[src/rtl/srrc_pkg.sv]
package srrc_pkg;

	// Sample path widths
	// Samples are 1s17, coefficients 0s18
	localparam int SAMPLE_W = 18;
	localparam int COEF_W = 18;

	// One guard bit so that two folded taps never overflow
	localparam int FOLD_W = SAMPLE_W + 1;

	// Full precision product of a fold and a coefficient
	localparam int PRODUCT_W = FOLD_W + COEF_W;

	// Fraction bits dropped to bring a product back to 1s17
	localparam int PRODUCT_SHIFT = 18;

	typedef logic signed [SAMPLE_W-1:0] sample_t;
	typedef logic signed [FOLD_W-1:0] fold_t;
	typedef logic signed [COEF_W-1:0] coef_t;
	typedef logic signed [PRODUCT_W-1:0] product_t;

	// PAM-4 symbol magnitudes in 1s17
	// 0.25 and 0.75 of full scale
	localparam int LEVEL_LO = 32768;
	localparam int LEVEL_HI = 98304;

	// Tap count of the filter, must be odd
	localparam int NUM_TAPS_DEFAULT = 21;

	// Distinct SRRC coefficients in 0s18
	// Index i weights taps i and NUM_TAPS-1-i, the center tap is last
	localparam coef_t COEFS [0:NUM_TAPS_DEFAULT/2] = '{
		// Taps 0 and 20
		18'sd12693,
		// Taps 1 and 19
		18'sd11699,
		// Taps 2 and 18
		18'sd2289,
		// Taps 3 and 17
		-18'sd11610,
		// Taps 4 and 16
		-18'sd22018,
		// Taps 5 and 15
		-18'sd20455,
		// Taps 6 and 14
		-18'sd2333,
		// Taps 7 and 13
		18'sd30008,
		// Taps 8 and 12
		18'sd67374,
		// Taps 9 and 11
		18'sd97118,
		// Center tap 10
		18'sd108441
	};

endpackage

[src/rtl/srrc_coef_mult.sv]
module srrc_coef_mult #(
	parameter int NUM_TAPS = srrc_pkg::NUM_TAPS_DEFAULT
) (
	input srrc_pkg::fold_t folds [0:NUM_TAPS/2],
	output srrc_pkg::product_t products [0:NUM_TAPS/2]
);

	import srrc_pkg::*;

	localparam int NUM_FOLDS = NUM_TAPS / 2 + 1;
	localparam int CENTER = NUM_FOLDS - 1;

	// Folded sums reachable from two legal symbols
	localparam fold_t F_LO = fold_t'(LEVEL_LO);
	localparam fold_t F_HI = fold_t'(LEVEL_HI);
	localparam fold_t F_LO2 = fold_t'(2 * LEVEL_LO);
	localparam fold_t F_MID = fold_t'(LEVEL_LO + LEVEL_HI);
	localparam fold_t F_HI2 = fold_t'(2 * LEVEL_HI);

	for (genvar g = 0; g < NUM_FOLDS; g++)
	begin : g_pos
		// Products are constants per position, so each tap is a small ROM
		localparam product_t P_LO = product_t'(COEFS[g]) * product_t'(LEVEL_LO);
		localparam product_t P_HI = product_t'(COEFS[g]) * product_t'(LEVEL_HI);

		if (g == CENTER)
		begin : g_center
			// Single tap, so only one symbol can be present
			always_comb
			begin
				case (folds[g])
					F_LO:
						products[g] = P_LO;
					-F_LO:
						products[g] = -P_LO;
					F_HI:
						products[g] = P_HI;
					-F_HI:
						products[g] = -P_HI;
					default:
						products[g] = '0;
				endcase
			end
		end
		else
		begin : g_pair
			localparam product_t P_LO2 = P_LO + P_LO;
			localparam product_t P_MID = P_LO + P_HI;
			localparam product_t P_HI2 = P_HI + P_HI;

			// Zero and any illegal fold fall through to the default
			always_comb
			begin
				case (folds[g])
					F_LO:
						products[g] = P_LO;
					-F_LO:
						products[g] = -P_LO;
					F_HI:
						products[g] = P_HI;
					-F_HI:
						products[g] = -P_HI;
					F_LO2:
						products[g] = P_LO2;
					-F_LO2:
						products[g] = -P_LO2;
					F_MID:
						products[g] = P_MID;
					-F_MID:
						products[g] = -P_MID;
					F_HI2:
						products[g] = P_HI2;
					-F_HI2:
						products[g] = -P_HI2;
					default:
						products[g] = '0;
				endcase
			end
		end
	end

endmodule

[src/rtl/srrc_filter.sv]
module srrc_filter #(
	parameter int NUM_TAPS = srrc_pkg::NUM_TAPS_DEFAULT
) (
	input logic clk,
	input logic reset,
	input logic sam_clk_en,
	input srrc_pkg::sample_t x_in,
	output srrc_pkg::sample_t y
);

	import srrc_pkg::*;

	// One entry per coefficient, center last
	fold_t folds [0:NUM_TAPS/2];
	product_t products [0:NUM_TAPS/2];

	// Delay line and symmetric pre-add
	srrc_tap_line #(
		.NUM_TAPS(NUM_TAPS)
	) u_tap_line (
		.clk(clk),
		.reset(reset),
		.sam_clk_en(sam_clk_en),
		.x_in(x_in),
		.folds(folds)
	);

	// Level lookup in place of multipliers
	srrc_coef_mult #(
		.NUM_TAPS(NUM_TAPS)
	) u_coef_mult (
		.folds(folds),
		.products(products)
	);

	// Truncate, accumulate and register
	srrc_sum_out #(
		.NUM_TAPS(NUM_TAPS)
	) u_sum_out (
		.clk(clk),
		.reset(reset),
		.sam_clk_en(sam_clk_en),
		.products(products),
		.y(y)
	);

endmodule

[src/rtl/srrc_sum_out.sv]
module srrc_sum_out #(
	parameter int NUM_TAPS = srrc_pkg::NUM_TAPS_DEFAULT
) (
	input logic clk,
	input logic reset,
	input logic sam_clk_en,
	input srrc_pkg::product_t products [0:NUM_TAPS/2],
	output srrc_pkg::sample_t y
);

	import srrc_pkg::*;

	localparam int NUM_FOLDS = NUM_TAPS / 2 + 1;

	sample_t trunc [0:NUM_FOLDS-1];
	sample_t partial [0:NUM_FOLDS-1];

	// Floor to 1s17 by dropping the low fraction bits
	for (genvar g = 0; g < NUM_FOLDS; g++)
	begin : g_trunc
		assign trunc[g] = sample_t'(products[g] >>> PRODUCT_SHIFT);
	end

	// Adder chain, wraps at 18 bits like the output format
	assign partial[0] = trunc[0];

	for (genvar g = 1; g < NUM_FOLDS; g++)
	begin : g_chain
		assign partial[g] = partial[g-1] + trunc[g];
	end

	// Output updates once per sample
	always_ff @(posedge clk or posedge reset)
	begin
		if (reset)
			y <= '0;
		else if (sam_clk_en)
			y <= partial[NUM_FOLDS-1];
	end

endmodule

[src/rtl/srrc_tap_line.sv]
module srrc_tap_line #(
	parameter int NUM_TAPS = srrc_pkg::NUM_TAPS_DEFAULT
) (
	input logic clk,
	input logic reset,
	input logic sam_clk_en,
	input srrc_pkg::sample_t x_in,
	output srrc_pkg::fold_t folds [0:NUM_TAPS/2]
);

	import srrc_pkg::*;

	localparam int NUM_FOLDS = NUM_TAPS / 2 + 1;
	localparam int MID = NUM_TAPS / 2;

	sample_t taps [0:NUM_TAPS-1];

	// First tap samples the input on every clock
	always_ff @(posedge clk or posedge reset)
	begin
		if (reset)
			taps[0] <= '0;
		else
			taps[0] <= x_in;
	end

	// Rest of the delay line only moves on the sample strobe
	always_ff @(posedge clk or posedge reset)
	begin
		if (reset)
		begin
			for (int i = 1; i < NUM_TAPS; i++)
				taps[i] <= '0;
		end
		else if (sam_clk_en)
		begin
			for (int i = 1; i < NUM_TAPS; i++)
				taps[i] <= taps[i-1];
		end
	end

	// Pre-add the mirrored taps that share a coefficient
	always_comb
	begin
		for (int i = 0; i < NUM_FOLDS - 1; i++)
		begin
			folds[i] = {taps[i][SAMPLE_W-1], taps[i]}
				+ {taps[NUM_TAPS-1-i][SAMPLE_W-1], taps[NUM_TAPS-1-i]};
		end
		// Middle tap has no partner
		folds[NUM_FOLDS-1] = {taps[MID][SAMPLE_W-1], taps[MID]};
	end

endmodule

[config.mk]
export PLATFORM = sky130hd
export DESIGN_NAME = srrc_filter
export DESIGN_NICKNAME = d
export VERILOG_FILES = /design/src/rtl/srrc_pkg.sv /design/src/rtl/srrc_coef_mult.sv /design/src/rtl/srrc_filter.sv /design/src/rtl/srrc_sum_out.sv /design/src/rtl/srrc_tap_line.sv
export SDC_FILE = /design/constraint.sdc
export NUM_CORES = 2
export LEC_CHECK = 0
export ABC_AREA = 1
export BUFFER_PORTS_ARGS = -buffer_cell sky130_fd_sc_hd__buf_2
export CAP_MARGIN = 20
export CORE_MARGIN = 3
export CORE_UTILIZATION = 25
export DETAILED_ROUTE_END_ITERATION = 10
export PLACE_DENSITY = 0.39
export SLEW_MARGIN = 40
export SYNTH_ARGS = -nofsm -noshare
export SYNTH_HDL_FRONTEND = slang
export SYNTH_SLANG_ARGS = --single-unit
[constraint.sdc]
create_clock -name clk -period 15.4 [get_ports clk]
set_input_delay 1.54 -clock clk [delete_from_list [all_inputs] [get_ports clk]]
set_output_delay 1.54 -clock clk [all_outputs]
set_load 0.05 [all_outputs]
---- After elaboration in Yosys (flattened, before gate mapping) ----
Cells that the tools add are included.
word-level totals
  bits in registers ....................... 396
  input bits .............................. 21
  output and inout bits ................... 18
  logic and storage cells ................. 157
cells by class
  add/sub/neg operators ................... 20
  eq/ne operators ......................... 104
  multiplexer cells ....................... 11
operators with widths
  operator              count
  $pmux 36 s10          10
  $eq 19x19->1 const B  52
  $eq 19x17->1 const B  21
  $eq 19x18->1 const B  20
  $eq 19x16->1 const B  11
  $add 18x18->19        10
  $add 18x18->18        10
  $pmux 36 s4           1

---- Longest topological paths before layout ----
  depth after elaboration ................. 13
  mapped depth ............................ 52
  gate-level depth less buffers ........... 52

---- By module ----
From an unflattened synthesis, not the netlist that was laid out.
unflattened totals
  cells, all modules ...................... 5070
  area total of the unflattened synthesis .. 35542.8 um^2
modules (own cells, without submodules)
  module          instances  cells each  area each (um^2)  sequential area each (um^2)
  srrc_tap_line   1          3334        24163.2           9459.1
  srrc_coef_mult  1          1076        5691.7            0.0
  srrc_sum_out    1          660         5688.0            450.4

---- Least setup slack after synthesis ----
Ideal clock, no wire load.
  path type ............................... reg2reg
  start point ............................. register u_tap_line.taps[36] (netlist name)
  end point ............................... register u_sum_out.y[14]
  setup time .............................. 82 ps
  arrival ................................. 7385 ps
  required time ........................... 15318 ps
  slack ................................... 7933 ps
  cell stages (with the launch flop) ...... 45
  buffers on the path ..................... 0
  period minus slack after synthesis ...... 7467 ps
  path through ............................ dfrtp_1 -> ha_1 -> inv_1 -> fa_1 -> o21ai_1 -> a21oi_2 -> o21bai_2 -> nand2_2 -> o21bai_2 -> nand3_1 -> o21ai_2 -> xor2_1 -> nor2_4 -> nand2_4 -> nor2_2 -> nand2_2 -> nand2_2 -> nor2_1 -> [9 not listed] -> fa_1 -> nand2_1 -> nand2_1 -> a21oi_1 -> nor2_1 -> nor2_1 -> o21bai_1 -> nand2_1 -> nand2_1 -> a21oi_1 -> nor2_1 -> o21ai_0 -> nand2_1 -> nand2_1 -> nand2_1 -> nand2_1 -> nand3_1 -> a31oi_1
on the way
  cells in the longest elaborated chain, start to end .. 12
  elaborated cells between the ends (all ways) .. 21
  those cells by class .................... 10 x add/sub; 10 x eq/ne; 1 x mux
ends and longest elaborated chain
  item                                  line                  RTL
  from (decl)                           srrc_tap_line.sv:16   sample_t taps [0:NUM_TAPS-1];
  from (signal, indexed assignment)     srrc_tap_line.sv:38   taps[i] <= taps[i-1];
  $add 18x18->19 (*)                    srrc_tap_line.sv:48   + {taps[NUM_TAPS-1-i][SAMPLE_W-1], taps[NUM_TAPS-1-i]};
  $eq 19x19->1 (tied with other cells)  srrc_coef_mult.sv:54  case (folds[g])
  $pmux 36 s10 (*)                      srrc_coef_mult.sv:54
  $add 18x18->18 (*) (9 in series)      srrc_sum_out.sv:29    assign partial[g] = partial[g-1] + trunc[g];
  to (signal assigned)                  srrc_sum_out.sv:38    y <= partial[NUM_FOLDS-1];
  to (decl)                             srrc_sum_out.sv:8     output srrc_pkg::sample_t y
Every way passes the cells marked *; elsewhere a longest branch is shown, timed or not.
A chain may end at the register's enable or synchronous reset.

---- Final worst setup path ----
  start point ............................. register u_tap_line.taps[54] (netlist name)
  end point ............................... register u_sum_out.y[13]
on the way
  cells in the longest elaborated chain, start to end .. 11
  elaborated cells between the ends (all ways) .. 20
  those cells by class .................... 9 x add/sub; 10 x eq/ne; 1 x mux
ends and longest elaborated chain
  item                                  line
  $add 18x18->19 (*)                    srrc_tap_line.sv:48
  $eq 19x19->1 (tied with other cells)  srrc_coef_mult.sv:54
  $pmux 36 s10 (*)                      srrc_coef_mult.sv:54
  $add 18x18->18 (*) (8 in series)      srrc_sum_out.sv:29
Marks and branches as above.

==> results.ini <==
[routing]
wl_met3_um=2230
ant_nets=0
wl_per_cell_um=15.4
vias_per_cell=4.40
wirelength_met1_um=45500
wl_um=91600
firstDrtPassIters=5
first_iter_violations=1609
remaining_drc_errors=0
num_vias=26100
met2_length_um=41500
top_layer_used=met4

[yosys]
synth_common_cells=nand2_1, inv_1, dfrtp_1
synth_cells=4236
ys_types=73
yosysMostFrequentCell=nand2_1
synthesis.area_um2=31200
ys_seq_area_share_pct=31.7
yosysWarnings=0
ys_seq_elements=396
postSynthAreaPerCell_um2=7.38
synth_fp_nets=4612
synth-main-ff-cell=dfrtp_1
synth-edff-count=0
synth_area_leaders=dfrtp_1, nand2_1, fa_1
async_flop_share_pct=100
yosysTopAreaCellShare_pct=31.7
yosysTopAreaCell=dfrtp_1

[critical_path]
critPathMaxFanout=5
cp.required_ns=15.93
worst_setup_path_start_kind=register
crit_type=register to register
cp_common_cell=nand2_1
cp_num_buf_inv=3
max_stage_delay_ns=0.52
arrival_ns=9.13
crit_slowest_cell=fa_1
end_kind=register
path_delay_family=adder cells

[sta]
fin_skew_ns=0.0479
finalHoldViolations=0
fin_ws_ns=6.81
tightest_slew_ns=0.885
slew_viol_final=0
rsz0062_at_grt=no
fin_crit_ns=8.59
hold-worst-slack_ns=0.470
max_freq_mhz=116
setup_viol=0
tns_ns=0
fin_crit_sh_pct=55.8
slew_headroom_pct=41.0

[layout]
diodes=0
drive_above_1_share_pct=7.38
nets=4633
syn2layout_area_growth_pct=12.6
nFillCells=13700
post-route-util_pct=28.4

[clock_network]
cts_buffers=52
clk_path_buf_depth=3
clock-root-buffer=clkbuf_16
clk_latency_ns=0.65
cts_max_level=2
cts_resized=0
postCtsHoldBufs=0
clk_pin_slew_ns=0.06
tritoncts=done
clkSinkCount=396
cts_setup_buffers=0

[placement]
dp_slack_ns=6.89
port-buffer-count=38
gp_congestion=0.835
dp_hpwl_um=71200

[global_routing]
grt_max_degree=155
grt_pass1_vias=26800
grt_usage_pct=14.3
grt_pass1_wl_um=150000
antenna_found_initial=0
grt_overflow_total=0

[die]
die_y_um=360
fp.coreArea_um2=124000
die_w_um=360
start_util_pct=25.2
io_pins=39
die_area_um2=129000
rows=129

[pwr]
p_total_mw=3.91
p_per_area_nw_per_um2=111
vdd_drop_max_mv=0.0714
leakage_nw=19.5

[outcome]
status=completed

[flow_run]
drv_cap=0

[min_path]
min_path_type=register to register

==> power breakdown <==
group          total, mW  switching (mW)  internal [mW]  leakage (nW)
Clock               1.29           0.526          0.768         0.896
Combinational       1.26           0.835          0.421          13.3
Sequential          1.36           0.165           1.20          5.24
==> per-layer routing <==
metal  track usage [%]  vias up
li1                  -    13500
met1              20.0    12300
met2              23.4      255
met3              1.56      108
met4              3.79        0
met5                 0        -
==> logic make-up after synthesis <==
family          Yosys count  synth area share (%)
flops                   396                  31.7
fa+ha+maj               355                  17.9
xor+xnor                113                  3.40
compound gates          400                  7.89
simple gates           2336                  31.5
buf+inv                 636                  7.66
==> registers in the layout, indices dropped and copies added (netlist names) <==
name and cells:
u_sum_out.y 18, u_tap_line.folds 18, u_tap_line.taps 360
==> layout make-up <==
class	count	area, µm²	share of cell area [%]
Sequential cell	396	9910	28.2
Clock inverter	27	328	0.932
Clock buffer	68	1490	4.24
Inverter	552	2090	5.95
Timing Repair Buffer	51	369	1.05
Multi-Input combinational cell	3204	18900	53.8
Tap cell	1637	2050	5.82
==> through the flow <==
| step | cells | cell area, µm² |
|---|---|---|
| after floorplan | 4236 | 31200 |
| after global placement | 5838 | 33300 |
| after detailed placement | 5838 | 33300 |
| after CTS | 5933 | 35100 |
| after global routing | 5935 | 35200 |
| final | 5935 | 35200 |
==> worst paths after layout <==
check	from	endpoint	slack [ns]	depth (start not counted)
worst max-delay path	u_tap_line.taps[54]	u_sum_out.y[13]	6.81	43
worst min-delay path	u_sum_out.y[0]	u_sum_out.y[0]	0.47	2
worst max register to register	u_tap_line.taps[54]	u_sum_out.y[13]	6.81	43
max in group asynchronous	reset	u_sum_out.y[7]	13.05	5
worst min register to register	u_sum_out.y[0]	u_sum_out.y[0]	0.47	2
min in group asynchronous	reset	u_tap_line.taps[82]	0.86	2
==> placed cells by master (no fill, tap or decap), types with 7 or more instances in the layout <==
cell       synthesis  routed
nand3b_1          17      17
o21ai_1           13      13
xor2_2             7       7
a21oi_2           13      13
ha_1             203     203
nand2_2           19      19
o21ai_2            9       9
nor2_1           223     223
nand2_1         1662    1662
buf_2              1      37
xnor2_1           37      37
nand4_1           76      76
nor3_2             7       7
dfrtp_1          396     396
clkbuf_8           0      13
o21bai_2           7       7
o2111ai_1          8       8
a21oi_1          167     167
clkinv_2           0      14
clkbuf_16          0      52
nor2_4            11      11
nand3_1          183     183
nand3_2           15      15
xor2_1            68      68
o21bai_1          11      11
buf_6              0       7
a21o_1            16      16
o21a_1             7       7
inv_2             21      21
a31oi_1           13      13
nor3_1            50      50
inv_1            530     529
nor4_1             8       8
nor2_2            31      31
o21ai_0           97      97
fa_1             152     152
==> worst register-to-register path, delay by kind of cell (launching register included) <==
kind            cells  cell delay [ns]
compound gates     10             1.77
simple gates       21             2.29
buf+inv             3             0.17
xor+xnor            1             0.37
fa+ha+maj           8             3.45
flops               1             0.43
Note: power is estimated with default switching activity, not from simulation.
